### src/logic/frame_pkg.sv
//************************************************
// frame geometry, pipeline latency and sync types
//************************************************
package frame_pkg;

    // largest supported frame
    localparam int H_MAX = 1280;               // pixels per line, line buffer depth
    localparam int V_MAX = 1024;               // lines per frame

    localparam int COL_W = $clog2(H_MAX);      // 11
    localparam int ROW_W = $clog2(V_MAX);      // 10

    typedef logic [COL_W-1:0] col_t;
    typedef logic [ROW_W-1:0] row_t;

    // counters stop here
    localparam col_t COL_LAST = col_t'(H_MAX - 1);
    localparam row_t ROW_LAST = row_t'(V_MAX - 1);

    // pre to post delay in clocks
    localparam int PIPE_LAT = 4;

    // first col and row that own a full 3x3 window
    localparam int WIN_EDGE = 2;

    // camera style sync bundle
    typedef struct packed {
        logic vsync;   // high in frame gap
        logic href;    // high for active line
        logic de;      // pixel valid
    } sync_t;

    // output gating after reset
    typedef enum logic {
        WAIT_FRAME = 1'b0,   // partial frame, hold enables low
        RUN        = 1'b1    // frame aligned, pass through
    } frame_state_t;

endpackage

### src/logic/pixel_counter.sv
//************************************************
// column and row position of the incoming pixel
//************************************************
`timescale 1ns/10ps

module pixel_counter
    import frame_pkg::*;
(
    input  logic  clk,
    input  logic  rst_n,
    input  sync_t sync_in,
    output col_t  col,       // index of the pixel on de
    output row_t  row        // index of the current line
);

    logic href_q;            // last href, edge detect
    logic vsync_q;           // last vsync, edge detect
    logic line_end;
    logic frame_start;

    assign line_end    = href_q & ~sync_in.href;      // href falling
    assign frame_start = sync_in.vsync & ~vsync_q;    // vsync rising

    always_ff @(posedge clk or negedge rst_n) begin
        if (!rst_n) begin
            href_q  <= 1'b0;
            vsync_q <= 1'b0;
            col     <= '0;
            row     <= '0;
        end else begin
            href_q  <= sync_in.href;
            vsync_q <= sync_in.vsync;

            // column, one step per valid pixel
            if (frame_start || line_end)
                col <= '0;
            else if (sync_in.de && col != COL_LAST)
                col <= col + 1'b1;               // hold at last column

            // row, one step per finished line
            if (frame_start)
                row <= '0;
            else if (line_end && row != ROW_LAST)
                row <= row + 1'b1;
        end
    end

endmodule

### config.mk
export PLATFORM = sky130hd
export DESIGN_NAME = pixel_counter
export DESIGN_NICKNAME = d
export VERILOG_FILES = /design/src/logic/frame_pkg.sv /design/src/logic/pixel_counter.sv
export SDC_FILE = /design/constraint.sdc
export NUM_CORES = 1
export LEC_CHECK = 0
export BUFFER_PORTS_ARGS = -buffer_cell sky130_fd_sc_hd__buf_2
export CELL_PAD_IN_SITES_DETAIL_PLACEMENT = 0
export CELL_PAD_IN_SITES_GLOBAL_PLACEMENT = 1
export CORE_ASPECT_RATIO = 0.75
export CORE_MARGIN = 2
export CORE_UTILIZATION = 41
export DETAILED_ROUTE_END_ITERATION = 8
export PLACE_DENSITY = 0.87
export SYNTH_ARGS = -nofsm -noshare
export SYNTH_HDL_FRONTEND = slang
export SYNTH_SLANG_ARGS = --single-unit
### constraint.sdc
create_clock -name clk -period 1.8 [get_ports clk]
set_input_delay 0.45 -clock clk [delete_from_list [all_inputs] [get_ports clk]]
set_output_delay 0.45 -clock clk [all_outputs]
set_load 0.05 [all_outputs]
==> reports/qor.yml <==
status: "complete, no violations"
power.density_nw_per_um2: 719
synth.ff_latch_count: 23
place_congestion: 0.790
max_slew_margin_pct: 65.8
io_buffers: 25
die_w_um: 68.5
rows: 17
path_clk_slew_ns: 0.08
cts_sinks: 23
synth_fp_nets: 127
clk_path_buf_depth: 2
grt_usage_pct: 16.6
maxSlewViolCount: 0
peakVddDrop_mv: 0.510
drtPass1Iterations: 4
tightest_slew_ns: 0.513
chipHeight_um: 52.3
critical_path.endpoint_type: "flip-flop"
dpl_cell_area_sq_um: 1450
synth-seq-area-share_pct: 45.1
crit_type: "reg -> reg"
syn_avg_cell_area_sq_um: 10.6
io_pins: 26
grt_pass1_wl_um: 4400
routed_wl_um: 2510
arrival_ns: 1.80
ant_nets: 0
worstPathRequired_ns: 2.01
start_kind: "flip-flop"
cts_setup_buffers: 0
ys.warnings.count: 0
fin_area_sq_um: 1490
wl_per_cell_um: 13.6
setup-tns-final_ns: 0
initial_core_util_pct: 43.2
first_global_vias: 924
synth_top_area_share_pct: 45.1
clockRootBuffer: "clkbuf_8"
n_antenna_cell: 0
fin_nets: 155
dieArea_sq_um: 3580
fillers: 263
grt-ovfl-total: 0
cts_tree: "yes"
synth_area_sq_um: 1280
worstHoldPathType: "in -> async"
fin_skew_ns: 0.00504
setup_viol: 0
grt_antenna_before_repair: 0
vias_per_cell: 5.56
cts_repair_resize_count: 0
hold_viol_final: 0
syn2layout_area_growth_pct: 16.7
drt_iter0_drc: 56
grt_max_degree: 24
yosys.area.top_type: "dfrtp_1"
ys_top_cells_by_area: "dfrtp_1 45%, xnor2_1 4.8%, nor2_1 4.4%, xor2_1 4.1%, mux2i_1 2.4%"
fp.coreArea_sq_um: 2960
fin_crit_ns: 1.60
timing.final.crit_share_pct: 88.8
fmax_mhz: 626
maxCapViolCount: 0
synth_cell_type_count: 43
drive_above_1_share_pct: 28.6
vias: 1028
netlist_instances: 120
leakage_nw: 0.689
worstPathMaxFanout: 5
finalPower_mw: 1.07
h-tree-depth: 1
cts_buffers: 3
cts_hold_buffers: 0
rsz0062_at_grt: "no"
clock_latency_ns: 0.26
dpl.hpwl_um: 1890
remaining_drc_errors: 0
cell type report:
type / instances / area (sq um) / share of cell area [%]
repair buffers: 26 / 133 / 8.90
inverters: 6 / 22.5 / 1.51
flip-flops and latches: 23 / 576 / 38.6
well taps: 38 / 47.5 / 3.19
multi-input cells: 88 / 667 / 44.8
clock buffers: 4 / 45.0 / 3.02
path summary, 6_finish.rpt:
kind,start,endpoint,slack (ns),depth (start not counted)
max,row[0]$_DFFE_PN0P_,row[4]$_DFFE_PN0P_,0.20,5
min,rst_n,row[6]$_DFFE_PN0P_,0.15,1
max reg2reg,row[0]$_DFFE_PN0P_,row[4]$_DFFE_PN0P_,0.20,5
min reg2reg,col[1]$_DFFE_PN0P_,col[1]$_DFFE_PN0P_,0.60,2
max in group asynchronous,rst_n,col[10]$_DFFE_PN0P_,1.30,1
min in group clk,sync_in[2],vsync_q$_DFF_PN0_,0.31,1
per-stage QoR:
step	setup slack [ns]	hold WS [ns]	utilization (%)	cells
floorplan	0.00266	0.154	-	120
global placement	0.253	0.453	48.9	181
finish	0.202	0.153	50.4	185
detailed placement	0.226	0.461	48.9	181
global route	0.0508	0.193	50.4	185
CTS	0.207	0.170	50.4	185
routing by layer:
layer  vias up  GRT usage [%]  share of wire, %
met5         -              0                 0
met3         2           4.52               3.3
met2        14           23.6                44
met4         0           5.00               1.1
li1        500              -                 -
met1       512           24.5                52
cells in the final DEF, fill, tap and decap left out, drive strengths merged:
cell type / instances
a31oi: 2
o2111ai: 1
o31ai: 1
and4bb: 1
a211oi: 3
nor3: 2
nor4: 2
clkbuf: 4
nand3: 6
o41ai: 1
and4b: 1
buf: 26
or4: 2
nor2b: 2
o211ai: 1
o21ai: 2
and3b: 1
inv: 6
nand4bb: 1
nand2: 4
and4: 3
a311oi: 1
nand4b: 1
a31o: 1
nor2: 16
xnor2: 7
o311ai: 1
ha: 2
xor2: 6
mux2i: 3
and3: 1
a21oi: 5
nand4: 6
dfrtp: 23
nand2b: 2
cell families (layout without fill, tap and decap cells):
logic type	after synthesis	in the layout	synth area share, %
adders and majority gates	2	2	1.96
muxes	3	3	2.35
and+or+nand+nor	51	51	25.8
AOI/OAI and AO/OA	19	19	13.2
xor gates and xnor gates	13	13	8.91
DFF	23	23	45.1
buffers and inverters	9	36	2.74
flip-flops by register name, summed over array words and instances (netlist names):
signal / count
row: 10
href_q: 1
col: 11
vsync_q: 1
critical path, stage by stage, from the launching register on:
cell     delay [ns]
dfrtp_1        0.43
ha_1           0.28
and3b_1        0.23
o21ai_1        0.13
or4_1          0.41
nand2_1        0.08
synthesized netlist by cell type (all sizes together):
| master | n |
|---|---|
| nand2b | 2 |
| o211ai | 1 |
| ha | 2 |
| and3b | 1 |
| nand3 | 6 |
| a31oi | 2 |
| buf | 1 |
| a211oi | 3 |
| o311ai | 1 |
| and3 | 1 |
| nor2b | 2 |
| nand2 | 4 |
| xnor2 | 7 |
| and4b | 1 |
| or4 | 2 |
| o2111ai | 1 |
| dfrtp | 23 |
| mux2i | 3 |
| nand4bb | 1 |
| nor2 | 16 |
| and4bb | 1 |
| nand4 | 6 |
| inv | 6 |
| xor2 | 6 |
| nor4 | 2 |
| a311oi | 1 |
| nor3 | 2 |
| and4 | 3 |
| o41ai | 1 |
| o21ai | 2 |
| nand4b | 1 |
| clkbuf | 2 |
| a31o | 1 |
| o31ai | 1 |
| a21oi | 5 |
where the power goes:
group	switching, mW	total (mW)	internal, mW
Sequential	0.0309	0.571	0.540
Clock	0.155	0.313	0.158
Combinational	0.138	0.188	0.0501
Total	0.324	1.07	0.748
Note: power is estimated with default switching activity, not from simulation.
