File: src/logic/frame_pkg.sv
//************************************************
// frame geometry, pipeline latency and sync types
//************************************************
package frame_pkg;

    // largest supported frame
    localparam int H_MAX = 1280;               // pixels per line, line buffer depth
    localparam int V_MAX = 1024;               // lines per frame

    localparam int COL_W = $clog2(H_MAX);      // 11
    localparam int ROW_W = $clog2(V_MAX);      // 10

    typedef logic [COL_W-1:0] col_t;
    typedef logic [ROW_W-1:0] row_t;

    // counters stop here
    localparam col_t COL_LAST = col_t'(H_MAX - 1);
    localparam row_t ROW_LAST = row_t'(V_MAX - 1);

    // pre to post delay in clocks
    localparam int PIPE_LAT = 4;

    // first col and row that own a full 3x3 window
    localparam int WIN_EDGE = 2;

    // camera style sync bundle
    typedef struct packed {
        logic vsync;   // high in frame gap
        logic href;    // high for active line
        logic de;      // pixel valid
    } sync_t;

    // output gating after reset
    typedef enum logic {
        WAIT_FRAME = 1'b0,   // partial frame, hold enables low
        RUN        = 1'b1    // frame aligned, pass through
    } frame_state_t;

endpackage

File: src/logic/frame_fsm.sv
//************************************************
// frame start gating, sync delay line and border
// flag, aligned to the median pipeline
//************************************************
`timescale 1ns/10ps

module frame_fsm
    import frame_pkg::*;
(
    input  logic  clk,
    input  logic  rst_n,
    input  sync_t sync_in,
    input  col_t  col,
    input  row_t  row,
    output sync_t sync_out,   // post side sync
    output logic  border      // zero the median output
);

    // one slot of the delay line
    typedef struct packed {
        sync_t sync;
        logic  border;
    } stage_t;

    frame_state_t state;
    logic         vsync_q;                 // last vsync
    logic         run;
    stage_t       stage_in;
    stage_t       pipe [PIPE_LAT];         // pipe[k] is k+1 clocks late

    //************************************************
    // frame state machine
    //************************************************
    always_ff @(posedge clk or negedge rst_n) begin
        if (!rst_n) begin
            state   <= WAIT_FRAME;
            vsync_q <= 1'b0;
        end else begin
            vsync_q <= sync_in.vsync;
            case (state)
                WAIT_FRAME: begin
                    // first vsync rise, next frame is whole
                    if (sync_in.vsync && !vsync_q)
                        state <= RUN;
                end
                RUN:     state <= RUN;     // stays until reset
                default: state <= WAIT_FRAME;
            endcase
        end
    end

    assign run = (state == RUN);

    // only place the enables get gated
    always_comb begin
        stage_in.sync.vsync = sync_in.vsync;          // vsync always follows
        stage_in.sync.href  = sync_in.href & run;
        stage_in.sync.de    = sync_in.de & run;
        stage_in.border     = (col < col_t'(WIN_EDGE)) || (row < row_t'(WIN_EDGE));
    end

    //************************************************
    // delay line, matches the data path latency
    //************************************************
    always_ff @(posedge clk or negedge rst_n) begin
        if (!rst_n) begin
            for (int i = 0; i < PIPE_LAT; i++)
                pipe[i] <= '0;
        end else begin
            pipe[0] <= stage_in;
            for (int i = 1; i < PIPE_LAT; i++)
                pipe[i] <= pipe[i-1];
        end
    end

    assign sync_out = pipe[PIPE_LAT-1].sync;

    // median result register loads one clock before post,
    // so border is tapped a stage early
    assign border = pipe[PIPE_LAT-2].border;

endmodule

File: config.mk
export PLATFORM = sky130hd
export DESIGN_NAME = frame_fsm
export DESIGN_NICKNAME = d
export VERILOG_FILES = /design/src/logic/frame_pkg.sv /design/src/logic/frame_fsm.sv
export SDC_FILE = /design/constraint.sdc
export NUM_CORES = 1
export LEC_CHECK = 0
export BUFFER_PORTS_ARGS = -buffer_cell sky130_fd_sc_hd__buf_2
export CAP_MARGIN = 20
export CORE_MARGIN = 2
export CORE_UTILIZATION = 25
export CTS_CLUSTER_DIAMETER = 60
export CTS_CLUSTER_SIZE = 16
export DETAILED_ROUTE_END_ITERATION = 10
export PLACE_DENSITY = 0.51
export SLEW_MARGIN = 25
export SYNTH_ARGS = -nofsm -noshare
export SYNTH_HDL_FRONTEND = slang
export SYNTH_SLANG_ARGS = --single-unit
export TNS_END_PERCENT = 1
File: constraint.sdc
create_clock -name clk -period 0.8 [get_ports clk]
set_input_delay 0.04 -clock clk [delete_from_list [all_inputs] [get_ports clk]]
set_output_delay 0.04 -clock clk [all_outputs]
set_load 0.01 [all_outputs]
==> results.md <==
* Cells along the critical path: buf_2
* IO Pins at 30
* Max IR drop VDD at 1210 uV
* Sw Share at 0.189
* Vias in the first global route at 333
* Pin count of the biggest net entering global routing at 17
* Slew Limit Headroom at 0.775
* RSZ-0062 raised after global routing: yes
* Synth Instances at 31
* Worst Slack Setup Final at 0.00679 ns
* Clock buffer count from CTS at 3
* Syn Nets at 57
* Count of inserted antenna diode cells at 0
* Net count of the finished layout at 92
* 1st-pass router iterations at 2
* Setup WS pre-CTS at 0.0156 ns
* CTS Buffer Depth at 2
* PD cells at 1820 nW/um^2
* Routed Antenna Nets at 0
* Post-DP HPWL at 547 um
* Required @ worst endpoint at 0.76 ns
* Clock network fraction of design power at 0.279
* Syn. warnings at 0
* WL/cell at 7.85 um
* P&R area growth vs syn at 45.9%
* Die Height at 48.9 um
* Design area at 736 um^2
* Final min period at 0.793 ns
* Full die area at 2390 um^2
* Sink Count at 16
* CP startpoint kind: flop
* Crit Path Class: flop to primary output
* DR iter-0 viols at 1
* Final setup vio count at 0
* Post-layout total power at 1.34 mW
* NetSw at 0.253 mW
* Layout cells sized above 1 at 0.500
* Clock transition at path regs at 0.08 ns
* Sequential power share at 0.633
* Comb pwr share at 0.088
* Via density at 3.71
* Via Count at 338
* Die width at 48.9 um
* Leakage power total at 0.373 nW
* F_max at 1260 MHz
* Endpoint type of the worst setup path: primary output
* Max Transition Viols Final at 0
* DP Area at 651 um^2
* Status: finished, violations left
* Failing checks: hold timing
* Fill count at 206
* Fin Setup TNS at 0 ns
* # hold bufs at CTS at 6
* DRC Markers at 0
* CP Data Arrival Time at 0.75 ns
* Post-CTS setup buffers at 0
* Synthesis-stage register bit count at 16
* Clock Tree Root: clkbuf_4
* First-pass GRT wire length at 1350 um
* Antenna violations before repair at 0
* MaxCap Viol Count at 0
* Worst Tran Pin Value at 0.337 ns
* Slowest library cell on the worst path: dfrtp_1
* PortBufs at 27
* CP peak stage delay at 0.36 ns
* Drt total wl at 714 um
* Total track usage at 0.0751
* Core Area at 1920 um^2
* Worst-path fanout max at 1
* GP Congestion at 0.617
* Worst min-delay path class: input port to flop
* Fin util at 0.383
* CTS tree: built
* Crit path max-delay family: flip-flops
* Hold Vio Cnt, Final at 1
* Initial Utilization at 0.262
* Post-synthesis sequential area ratio at 0.794
* Mean Syn Cell Area at 16.3 um^2
* Grt ovf at 0
* Yosys cell types at 11
* FP Rows at 16
* Worst-skew pair later-pin latency at 0.26 ns
* Hold Slack at -0.0492 ns
* Max H-tree Level at 1
* Final Skew at 0.000973 ns
* Fin crit share at 0.992
* Internal Power at 1.08 mW
* Post-Syn Area at 504 um^2
* WP buf/inv at 1
final cells by class:
type                    count  area [um^2]  area share
clock buffers               3         22.5      0.0306
inverters                   1         3.75     0.00510
flip-flops and latches     16          400       0.544
multi-input cells          11         77.6       0.105
repair buffers             33          198       0.269
well taps                  27         33.8      0.0459
power by group through the flow:
stage,registers [mW],clock network (mW),logic (mW)
after global placement,0.862,0,0.0942
after global routing,0.850,0.433,0.133
final,0.846,0.374,0.117
after detailed placement,0.863,0,0.0958
after CTS,0.847,0.408,0.118
after floorplan,0.862,0,0.0263
repair_timing:
item                       CTS  global route
hold endpoints to repair    21             1
setup endpoints to repair    4             5
resized for setup            0             1
pin swaps                    0             1
cells by family after synthesis:
family | share of synthesized area
flip-flops | 0.794
buffers and inverters | 0.0521
AO/OA/AOI/OAI | 0.0472
AND/OR/NAND/NOR | 0.107
cells in the mapped netlist:
master | n | area share
nand3_1 | 1 | 0.0099
nand2_1 | 1 | 0.0074
nor4_2 | 1 | 0.025
dfrtp_1 | 16 | 0.79
and2_1 | 2 | 0.025
a21o_1 | 1 | 0.015
buf_4 | 3 | 0.045
o41ai_2 | 1 | 0.032
inv_1 | 1 | 0.0074
nor4_1 | 2 | 0.025
nor2_1 | 2 | 0.015
registers in the layout, indices dropped and copies added (netlist names):
signal,cells
sync_out,3
border,1
pipe,11
run,1
routing by layer:
layer / vias to the layer above / wire length, um / global-route usage / part of all wire
li1: 168 / - / - / -
met1: 161 / 305 / 0.0757 / 0.43
met2: 9 / 364 / 0.130 / 0.51
met3: 0 / 44 / 0.0583 / 0.062
met4: 0 / 0 / 0 / 0
met5: - / 0 / 0 / 0
through the flow:
step / cells / hold WS (ns)
floorplan: 31 / -0.256
global placement: 82 / -0.0406
detailed placement: 82 / -0.0382
CTS: 91 / -0.0620
global route: 91 / -0.0604
finish: 91 / -0.0492
final timing paths:
path                                   startpoint                    end  slack, ns  cells after the start
worst min-delay path                       row[8]     pipe[12]$_DFF_PN0_      -0.05                      2
worst min register to register  pipe[7]$_DFF_PN0_  sync_out[2]$_DFF_PN0_       0.35                      0
max in group asynchronous                   rst_n          run$_DFF_PN0_       0.35                      2
worst max-delay path             border$_DFF_PN0_                 border      0.007                      1
worst max register to register      run$_DFF_PN0_          run$_DFF_PN0_       0.15                      1
min in group asynchronous                   rst_n       border$_DFF_PN0_       0.20                      2
cells in the final DEF, fill, tap and decap left out, drive strengths merged:
cell type	instances
nand3	1
dfrtp	16
dlygate4sd3	5
a21o	1
o41ai	1
nand2	1
nor2	2
buf	27
dlymetal6s4s	1
inv	1
nor4	3
clkbuf	3
and2	2
(Power assumes the default switching activity.)
