`config.mk`:
```
export PLATFORM = sky130hd
export DESIGN_NAME = median3x3
export DESIGN_NICKNAME = d
export VERILOG_FILES = /design/src/logic/vip_pkg.sv /design/src/logic/median3x3.sv
export SDC_FILE = /design/constraint.sdc
export NUM_CORES = 1
export LEC_CHECK = 0
export BUFFER_PORTS_ARGS = -buffer_cell sky130_fd_sc_hd__buf_4
export CAP_MARGIN = 20
export CORE_MARGIN = 5
export CORE_UTILIZATION = 35
export DETAILED_ROUTE_END_ITERATION = 10
export GPL_ROUTABILITY_DRIVEN = 0
export MAX_ROUTING_LAYER = met4
export PLACE_DENSITY = 0.59
export SETUP_SLACK_MARGIN = 0.02
export SLEW_MARGIN = 40
export SYNTH_ARGS = -nofsm -noshare
export SYNTH_HDL_FRONTEND = slang
export SYNTH_SLANG_ARGS = --single-unit
```
`constraint.sdc`:
```
create_clock -name clk -period 15.5 [get_ports clk]
set_input_delay 0 -clock clk [delete_from_list [all_inputs] [get_ports clk]]
set_output_delay 0 -clock clk [all_outputs]
set_load 0.01 [all_outputs]
```
`src/logic/vip_pkg.sv`:
```
//************************************************
// pixel types for the video data path
// rgb565 pixel, channel widths, three-line column
//************************************************
package vip_pkg;

    // field widths of one rgb565 pixel
    localparam int R_W   = 5;
    localparam int G_W   = 6;
    localparam int B_W   = 5;
    localparam int PIX_W = R_W + G_W + B_W;   // 16

    // packed pixel, red in the top bits
    typedef logic [PIX_W-1:0] rgb565_t;       // {r[4:0], g[5:0], b[4:0]}

    typedef logic [R_W-1:0]   chan5_t;        // red or blue
    typedef logic [G_W-1:0]   chan6_t;        // green, also the sort width

    //************************************************
    // one column of the 3x3 window
    //************************************************
    // same column index taken from three lines,
    // oldest line on top
    typedef struct packed {
        rgb565_t top;   // line y-2
        rgb565_t mid;   // line y-1
        rgb565_t bot;   // line y, pixel just in
    } pix_col_t;

endpackage

```
`src/logic/median3x3.sv`:
```
//************************************************
// 3x3 median per colour channel
// window shift, row sort, median of column sorts
//************************************************
`timescale 1ns/10ps

module median3x3
    import vip_pkg::*;
(
    input  logic     clk,
    input  logic     rst_n,
    input  pix_col_t taps,       // newest column
    input  logic     de,         // taps valid
    input  logic     border,     // aligned with the last stage
    output rgb565_t  post_rgb
);

    // sorted triple of one channel
    typedef struct packed {
        chan6_t lo;
        chan6_t mi;
        chan6_t hi;
    } sort3_t;

    pix_col_t win [3];           // win[0] newest, win[2] oldest
    logic     sort_en;           // window moved last clock
    logic     med_en;            // sort regs moved last clock
    sort3_t   srt_d [3][3];      // [line][channel]
    sort3_t   srt_q [3][3];
    chan6_t   med_d [3];         // per channel result
    rgb565_t  med_pix;

    //************************************************
    // compare helpers
    //************************************************
    function automatic chan6_t min2(input chan6_t a, input chan6_t b);
        return (a < b) ? a : b;
    endfunction

    function automatic chan6_t max2(input chan6_t a, input chan6_t b);
        return (a < b) ? b : a;
    endfunction

    // three comparators deep
    function automatic sort3_t sort3(input chan6_t a, input chan6_t b, input chan6_t c);
        chan6_t lo_ab;
        chan6_t hi_ab;
        sort3_t s;
        lo_ab = min2(a, b);
        hi_ab = max2(a, b);
        s.lo  = min2(lo_ab, c);
        s.hi  = max2(hi_ab, c);
        s.mi  = max2(lo_ab, min2(hi_ab, c));
        return s;
    endfunction

    function automatic chan6_t med3(input chan6_t a, input chan6_t b, input chan6_t c);
        sort3_t s;
        s = sort3(a, b, c);
        return s.mi;
    endfunction

    // one line of a window column
    function automatic rgb565_t line_of(input pix_col_t c, input int unsigned ln);
        case (ln)
            0:       return c.top;
            1:       return c.mid;
            default: return c.bot;
        endcase
    endfunction

    // channel 0 red, 1 green, 2 blue, 5 bit ones zero extended
    function automatic chan6_t chan_of(input rgb565_t p, input int unsigned ch);
        chan5_t r;
        chan6_t g;
        chan5_t b;
        r = p[PIX_W-1 -: R_W];
        g = p[B_W +: G_W];
        b = p[B_W-1:0];
        case (ch)
            0:       return {1'b0, r};
            1:       return g;
            default: return {1'b0, b};
        endcase
    endfunction

    //************************************************
    // stage 0, window shift
    //************************************************
    always_ff @(posedge clk) begin
        if (de) begin
            win[0] <= taps;
            win[1] <= win[0];
            win[2] <= win[1];
        end
    end

    // stage enables follow de down the pipe
    always_ff @(posedge clk or negedge rst_n) begin
        if (!rst_n) begin
            sort_en <= 1'b0;
            med_en  <= 1'b0;
        end else begin
            sort_en <= de;
            med_en  <= sort_en;
        end
    end

    // stage 1, sort each line of three
    always_comb begin
        for (int ln = 0; ln < 3; ln++) begin
            for (int ch = 0; ch < 3; ch++) begin
                srt_d[ln][ch] = sort3(chan_of(line_of(win[0], ln), ch),
                                      chan_of(line_of(win[1], ln), ch),
                                      chan_of(line_of(win[2], ln), ch));
            end
        end
    end

    always_ff @(posedge clk) begin
        if (sort_en)
            srt_q <= srt_d;
    end

    // stage 2, max of mins, median of mids, min of maxes
    always_comb begin
        for (int ch = 0; ch < 3; ch++) begin
            med_d[ch] = med3(max2(max2(srt_q[0][ch].lo, srt_q[1][ch].lo), srt_q[2][ch].lo),
                             med3(srt_q[0][ch].mi, srt_q[1][ch].mi, srt_q[2][ch].mi),
                             min2(min2(srt_q[0][ch].hi, srt_q[1][ch].hi), srt_q[2][ch].hi));
        end
        med_pix = {med_d[0][R_W-1:0], med_d[1], med_d[2][B_W-1:0]};   // repack rgb565
    end

    always_ff @(posedge clk or negedge rst_n) begin
        if (!rst_n)
            post_rgb <= '0;
        else if (med_en)
            post_rgb <= border ? '0 : med_pix;   // no full window, black
    end

endmodule

```
==> summary.md, run 1 <==
| Metric | Value |
|---|---|
| CP endpoint kind | register |
| Endpoints failing hold | 0 |
| Clock sink total | 306 |
| Status | complete, no violations |
| Gr usage total | 14.7% |
| Mapped Avg Cell Area | 10.3 sq um |
| Largest net degree at the start of global routing | 91 |
| Final worst path period need | 10.77 ns |
| Wire length per cell | 16.0 um |
| Startpoint Class | register |
| Layout Nets | 2672 |
| Post-synth EDFFs | 288 |
| Total CTS buffers | 38 |
| Via-to-Cell Ratio | 5.15 |
| Share of total power in the clock network | 15.1% |
| I/O Buffers | 67 |
| Die span in y | 264 um |
| Final period util | 69.5% |
| CTS tree | yes |
| Worst path arrival time | 11.22 ns |
| Synthesized Nets | 2547 |
| Final Skew | 0.0146 ns |
| Post-DP Area | 24000 sq um |
| Final Cell Area | 25900 sq um |
| Reg2Reg Setup Slack | 4.73 ns |
| Flop pwr share | 20.0% |
| IO Pins | 68 |
| Rows | 93 |
| Cell Area, Synth | 22600 sq um |
| First-pass iteration count of the detailed router | 6 |
| Vias | 16473 |
| Htree depth | 2 |
| Effective utilization at floorplan | 35.2% |
| Slew Limit Fails | 0 |
| Internal power | 3240 uW |
| Number of max-cap violations | 0 |
| Reg2reg path depth | 43 |
| DRC Markers | 0 |
| Peak Freq | 92.8 MHz |
| Pwr Density | 230 nW/um^2 |
| Crit Path Max Fanout | 19 |
| Post-Route WL | 51.3 mm |
| Core area | 64100 sq um |
| First-pass GRT wire length | 83.8 mm |
| Die area | 69600 sq um |
| Switching share of power | 45.6% |
| DR iter-0 viols | 1076 |
| Max Buffers Root-to-Sink | 3 |
| Slew HR | 45.6% |
| Layout area overhead | 14.6% |
| Pleak | 0.0117 uW |
| Worst r2r dst | post_rgb[7] |
| CP max stage delay | 0.65 ns |
| Worst vdd ir | 213 uV |
| Hold Crit Class | input port to async pin |
| Mapped Cells | 2191 |
| Post-Route Setup TNS | 0 ns |
| Critical setup path kind | register to register |
| Root buf cell | clkbuf_16 |
| Yosys top cell by area | edfxtp_1 |
| Main flop type after synthesis | edfxtp_1 |
| Clock slew at reported path FFs | 0.05 ns |
| Area contributors post-synth | edfxtp_1 (38%), ha_1 (17%), mux2i_1 (7.1%) |
| Ys Warns | 0 |
| Async set or reset register ratio after synthesis | 5.88% |
| Dpl hpwl | 39.7 mm |
| Vias in the first global route | 16696 |
| Commonest non-fill, non-tap cell in the layout | ha_1 |
| Fraction of layout cells with a size suffix above 1 | 11.3% |
| Top-area cell type share of the netlist area | 38.3% |
| Worst EP required | 15.95 ns |
| Slowest CP cell | o21ai_2 |
| RSZ-0062 raised after global routing | false |
| Logic gate share of total power | 64.9% |
| Worst skew pair latency | 0.55 ns |
| Synth cell types | 89 |
| Most frequent cells in the layout | ha_1 (304), edfxtp_1 (288), inv_1 (269) |
| # resized after CTS | 0 |
| Synthesized flop and latch total | 306 |
| Worst R2R Start | srt_q[82] |
| Seq/Total Area, Yosys | 40.3% |
| Slew @ Worst Pin | 0.808 ns |
| Number of setup violations in the final report | 0 |
| Psw | 2720 uW |
| N_diodes | 0 |
| DRT antenna net count | 0 |
| Gr ovfl total | 0 |
| Crit path top cell by count | ha_1 |
| Die Wd | 264 um |
| Initial antenna violation count | 0 |
per-stage QoR:
step	util, %	power, uW	worst slack (ns)	hold WS (ns)	instances
2_1_floorplan	-	4170	6.38	-0.296	2191
3_3_place_gp	37.5	4800	4.92	-0.115	3079
3_5_place_dp	37.5	4990	4.97	-0.111	3079
4_1_cts	40.3	5940	4.95	0.121	3199
5_1_grt	40.3	6500	3.94	0.0491	3199
6_report	40.3	5950	4.73	0.0224	3199
logic make-up (layout without fill, tap and decap cells):
| group | count (synthesis) | count (layout) | share of synthesized area (%) |
|---|---|---|---|
| AO/OA/AOI/OAI | 576 | 576 | 16.9 |
| XOR/XNOR | 3 | 3 | 0.117 |
| adder cells (fa/ha/maj) | 304 | 304 | 16.9 |
| buffers and inverters | 316 | 469 | 5.39 |
| flip-flops | 306 | 306 | 40.3 |
| multiplexers | 248 | 248 | 11.6 |
| AND/OR/NAND/NOR | 438 | 438 | 8.83 |
power groups by stage:
stage               Combinational (uW)  Clock [uW]  Sequential (uW)
floorplan                         3000           0             1170
global placement                  3600           0             1200
detailed placement                3780           0             1210
CTS                               3810         935             1190
global route                      4330         964             1210
finish                            3860         897             1190
metal layers:
metal	track usage [%]	part of all wire (%)	wire (um)	vias up
li1	-	-	-	8275
met2	24.7	48	24800	266
met3	2.09	3.0	1560	92
met5	-	0	0	-
met1	18.4	45	23300	7840
met4	5.13	3.4	1730	0
worst max-delay path by stage:
stage          startpoint           end  slack (ns)  cells past startpoint
2_1_floorplan   srt_q[82]   post_rgb[7]        6.38                     47
4_1_cts         srt_q[82]   post_rgb[7]        4.95                     43
3_3_place_gp   srt_q[134]  post_rgb[10]        4.92                     42
3_5_place_dp    srt_q[82]   post_rgb[7]        4.97                     43
5_1_grt         srt_q[82]   post_rgb[7]        3.94                     43
6_report        srt_q[82]   post_rgb[7]        4.73                     43
cell usage after synthesis (all sizes together), types with 5 or more instances:
| cell type | instances |
|---|---|
| mux2i | 163 |
| o22ai | 6 |
| ha | 304 |
| o211ai | 8 |
| o221ai | 10 |
| o41ai | 5 |
| and3 | 8 |
| o21a | 22 |
| a2111oi | 10 |
| a211oi | 13 |
| a21boi | 11 |
| o21ai | 149 |
| a31oi | 9 |
| nor3b | 6 |
| nor2b | 16 |
| or2 | 5 |
| dfrtp | 18 |
| edfxtp | 288 |
| nand2b | 45 |
| nor2 | 162 |
| o31ai | 8 |
| o2111ai | 5 |
| clkbuf | 39 |
| a21oi | 169 |
| inv | 269 |
| a21o | 83 |
| nand3 | 10 |
| nand4 | 8 |
| a211o | 5 |
| or3 | 6 |
| o2bb2ai | 5 |
| nor3 | 18 |
| o21bai | 12 |
| mux2 | 85 |
| buf | 8 |
| nand2 | 137 |
critical path, delay by kind of cell (launching register included):
kind                       cells  cell delay [ns]
adders and majority gates      6             1.83
buffers and inverters          1             0.11
DFF                            1             0.51
muxes                          2             0.62
and+or+nand+nor               11             1.88
AOI/OAI and AO/OA             23             5.73
timing repair:
| action | CTS | global route |
|---|---|---|
| setup buffers | 0 | 0 |
| endpoints found under the hold margin | 72 | 0 |
| hold buffers | 52 | 0 |
area by class of cell:
class	count	area [sq um]
clock buffers	44	995
well taps	855	1070
repair buffers	132	1130
flip-flops and latches	306	9100
clock inverters	24	265
multi-input cells	1569	12300
inverters	269	1010
fillers	6160	38300
flip-flops by register name, summed over array words and instances, names as in the netlist:
register,count
med_en,1
win,144
sort_en,1
post_rgb,16
srt_q,144
No activity file was read; power rests on OpenSTA's default activity.
==> run 2, diff against run 1 <==
- PLACE_DENSITY: 0.59 -> 0.61
- clock period: 15.5 -> 9.5 ns (I/O delays scaled with it)
==> run 2 against run 1 <==
Against the previous run: global-route usage hardly changed; via count is 1.5% higher; maximum frequency is 14% higher; clock-buffer cell count is 4 higher; utilization is 0.95 points higher; wire length is 1.7% higher; register-to-register slack worse by 4.7 ns.
==> summary.md, run 2 (synthesis results as in run 1) <==
| Metric | Value |
|---|---|
| Highest metal used | met4 |
| Worst r2r dst | post_rgb[8] |
| Reg2Reg Setup Slack | 0.07 ns |
| Status | complete, no violations |
| Largest net degree at the start of global routing | 85 |
| CP max stage delay | 0.41 ns |
| Worst path arrival time | 9.89 ns |
| First-pass GRT wire length | 84.0 mm |
| Rows | 93 |
| Reg2reg path depth | 43 |
| Dpl hpwl | 39.7 mm |
| Met3 WL | 1.89 mm |
| Final Cell Area | 26500 sq um |
| Slowest CP cell | edfxtp_1 |
| Fillers | 6051 |
| Worst EP required | 9.95 ns |
| Fraction of layout cells with a size suffix above 1 | 14.7% |
| Critical setup path kind | register to register |
| First-pass iteration count of the detailed router | 5 |
| Post-Route Setup TNS | 0 ns |
| Via-to-Cell Ratio | 5.16 |
| IO Pins | 68 |
| DR iter-0 viols | 1030 |
| Hold Crit Class | input port to async pin |
| Initial antenna violation count | 0 |
| Post-Route WL | 52.2 mm |
| Final worst path period need | 9.43 ns |
| Layout Nets | 2715 |
| Gr usage total | 14.8% |
| CP delay by family, top | compound AO/OA/AOI/OAI gates |
| DRT antenna net count | 0 |
| Die Wd | 264 um |
| Slew @ Worst Pin | 0.786 ns |
| Total CTS buffers | 37 |
| Die span in y | 264 um |
| N_diodes | 0 |
| Clock slew at reported path FFs | 0.06 ns |
| Max Buffers Root-to-Sink | 3 |
| Worst skew pair latency | 0.58 ns |
| Core area | 64100 sq um |
| Met2 wire len | 25.7 mm |
| RSZ-0062 raised after global routing | true |
| Slew Limit Fails | 0 |
| Most frequent cells in the layout | ha_1 (299), edfxtp_1 (288), inv_1 (267) |
| Top flop regs | srt_q x144, win x144, post_rgb x16 |
| Root buf cell | clkbuf_16 |
| Final period util | 99.3% |
| CTS tree | yes |
| Finished Core Util | 41.3% |
| Endpoints failing hold | 0 |
| Crit Path Max Fanout | 11 |
| CP endpoint kind | register |
| Sum of buffers and inverters on the critical path | 2 |
| Crit path top cell by count | ha_1 |
| Hold slack | 0.0478 ns |
| DRC Markers | 0 |
| Htree depth | 2 |
| Peak Freq | 106 MHz |
| Effective utilization at floorplan | 35.2% |
| WL met1 | 22.9 mm |
| Number of setup violations in the final report | 0 |
| Slew HR | 47.0% |
| Final Skew | 0.0389 ns |
| Die area | 69600 sq um |
| Vias | 16719 |
| Commonest non-fill, non-tap cell in the layout | ha_1 |
| Wire length per cell | 16.1 um |
| Layout area overhead | 17.3% |
| Vias in the first global route | 16762 |
| I/O Buffers | 67 |
| Number of max-cap violations | 0 |
| Post-DP Area | 24100 sq um |
| Startpoint Class | register |
| Gr ovfl total | 0 |
| Worst R2R Start | srt_q[81] |
| Clock sink total | 306 |
run 2: how the worst max path moves through the flow:
stage | start | to | slack (ns) | depth (start not counted)
after global placement | srt_q[81] | post_rgb[10] | -0.07 | 43
after global routing | srt_q[81] | post_rgb[8] | -0.31 | 43
after CTS | srt_q[81] | post_rgb[8] | 0.03 | 44
final | srt_q[81] | post_rgb[8] | 0.07 | 43
after detailed placement | srt_q[81] | post_rgb[10] | -0.50 | 43
after floorplan | srt_q[82] | post_rgb[7] | 0.38 | 47
run 2: worst reg2reg max path: cells and delay by family, from the launching register on:
kind | cells | cell delay (ns)
AOI/OAI and AO/OA | 23 | 4.72
adders and majority gates | 6 | 1.80
and+or+nand+nor | 10 | 1.57
muxes | 2 | 0.58
DFF | 1 | 0.41
buffers and inverters | 2 | 0.26
run 2: metal layers:
layer | global-route usage, % | vias up
met2 | 25.6 | 293
met4 | 4.62 | 0
met1 | 17.7 | 7950
met5 | - | -
met3 | 2.46 | 105
li1 | - | 8371
run 2: what timing repair did:
item                       CTS  global route
hold endpoints to repair    80             0
hold buffers                52             0
setup buffers                4            25
resized for setup           14            59
setup endpoints to repair    8            16
pin swaps                    3            30
run 2: metrics by stage:
step	cells	setup slack [ns]
6_report	3243	0.0674
3_3_place_gp	3092	-0.0700
3_5_place_dp	3092	-0.497
4_1_cts	3216	0.0300
5_1_grt	3243	-0.312
2_1_floorplan	2191	0.376
run 2: area by class of cell:
cell class	count	area (sq um)	area share, %
timing repair buffer	176	1490	5.65
clock buffer	48	987	3.73
inverter	269	1010	3.82
clock inverter	20	228	0.861
tap	855	1070	4.04
multi-input combinational	1569	12600	47.5
sequential	306	9100	34.4
Power of run 2 is left out: the tool's default activity adds up to more than one toggle a clock period on the data nets, which glitch-free logic cannot reach.
==> run 3, diff against run 2 <==
- CTS_BUF_LIST: default -> sky130_fd_sc_hd__clkbuf_8
==> run 3 against run 2 <==
Against the previous run: flip-flop and latch count unchanged; sequential share of layout area about the same; non-clock buffer count up 18; clock skew up 0.026 ns; register-to-register slack worse by 0.04 ns; largest cell class unchanged.
==> summary.md, run 3 (synthesis results as in run 1) <==
| Metric | Value |
|---|---|
| Largest net degree at the start of global routing | 85 |
| Commonest non-fill, non-tap cell in the layout | ha_1 |
| Max Buffers Root-to-Sink | 3 |
| Via-to-Cell Ratio | 5.14 |
| CP max stage delay | 0.41 ns |
| DR iter-0 viols | 972 |
| RSZ-0062 raised after global routing | true |
| CTS tree | yes |
| Critical setup path kind | register to register |
| Top flop regs | srt_q x144, win x144, post_rgb x16 |
| Layout area overhead | 17.4% |
| Final worst path period need | 9.47 ns |
| Layout Nets | 2751 |
| Die area | 69600 sq um |
| Clock sink total | 306 |
| Crit Path Max Fanout | 11 |
| Hold slack | 0.0630 ns |
| Final period util | 99.7% |
| Htree depth | 2 |
| Number of max-cap violations | 0 |
| DRT antenna net count | 0 |
| Final Cell Area | 26500 sq um |
| Startpoint Class | register |
| I/O Buffers | 67 |
| Initial antenna violation count | 1 |
| Slew HR | 46.2% |
| Worst skew pair latency | 0.70 ns |
| Vias in the first global route | 17054 |
| Total CTS buffers | 55 |
| Worst path arrival time | 10.03 ns |
| Hold Crit Class | input port to register |
| Gr usage total | 14.8% |
| Post-DP Area | 24100 sq um |
| Endpoints failing hold | 0 |
| Core area | 64100 sq um |
| Reg2reg path depth | 43 |
| Worst R2R Start | srt_q[81] |
| Worst r2r dst | post_rgb[7] |
| Hold Crit Depth | 2 |
| Gr ovfl total | 0 |
| Vias | 16930 |
| Sum of buffers and inverters on the critical path | 2 |
| Post-Route WL | 52.5 mm |
| Final Skew | 0.0651 ns |
| Peak Freq | 106 MHz |
| Die span in y | 264 um |
| DRC Markers | 0 |
| Effective utilization at floorplan | 35.2% |
| Most frequent cells in the layout | ha_1 (299), inv_1 (289), edfxtp_1 (288) |
| Crit path top cell by count | ha_1 |
| Reg2Reg Setup Slack | 0.03 ns |
| Number of setup violations in the final report | 0 |
| First-pass GRT wire length | 84.6 mm |
| Hold EP | win[0][15] |
| CP endpoint kind | register |
| Root buf cell | clkbuf_8 |
| CP delay by family, top | compound AO/OA/AOI/OAI gates |
| Status | complete, no violations |
| Clock slew at reported path FFs | 0.06 ns |
| First-pass iteration count of the detailed router | 5 |
| Post-Route Setup TNS | 0 ns |
| Wire length per cell | 15.9 um |
| Fraction of layout cells with a size suffix above 1 | 14.9% |
| Slew @ Worst Pin | 0.799 ns |
| Dpl hpwl | 39.7 mm |
| Slew Limit Fails | 0 |
| Slowest CP cell | edfxtp_1 |
| Worst EP required | 10.06 ns |
| IO Pins | 68 |
| Die Wd | 264 um |
| Rows | 93 |
| Hold_sp | taps[15] |
run 3: worst max path at each step:
stage,start,endpoint,slack (ns),cells past startpoint
detailed placement,srt_q[81],post_rgb[10],-0.50,43
global route,srt_q[81],post_rgb[8],-0.27,43
global placement,srt_q[81],post_rgb[10],-0.07,43
CTS,srt_q[81],post_rgb[7],0.03,43
floorplan,srt_q[82],post_rgb[7],0.38,47
finish,srt_q[81],post_rgb[7],0.03,43
run 3: cell type report:
type	count	area (sq um)
fill	6098	37600
multi-input combinational	1569	12600
antenna	1	2.50
tap	855	1070
clock buffer	56	771
inverter	269	1010
sequential	306	9100
clock inverter	45	297
timing repair buffer	194	1680
run 3: routing by layer:
metal  track usage [%]  up-vias  part of all wire [%]
met5                 -        -                     0
li1                  -     8457                     -
met2              25.6      317                    49
met3              2.52      119                   3.9
met4              4.99        0                   3.5
met1              17.6     8037                    43
run 3: per-stage QoR:
stage / std cells / util [%] / setup slack [ns]
floorplan: 2191 / - / 0.376
global placement: 3092 / 37.6 / -0.0700
detailed placement: 3092 / 37.6 / -0.497
CTS: 3267 / 40.6 / 0.0303
global route: 3295 / 41.3 / -0.269
finish: 3295 / 41.3 / 0.0295
run 3: what timing repair did:
item,CTS,global route
pin swaps,2,31
gates cloned,0,0
setup buffers,4,24
hold buffers,70,1
setup endpoints to repair,9,16
gates resized for setup,13,58
hold endpoints to repair,154,18
Power of run 3 is left out for the same reason.
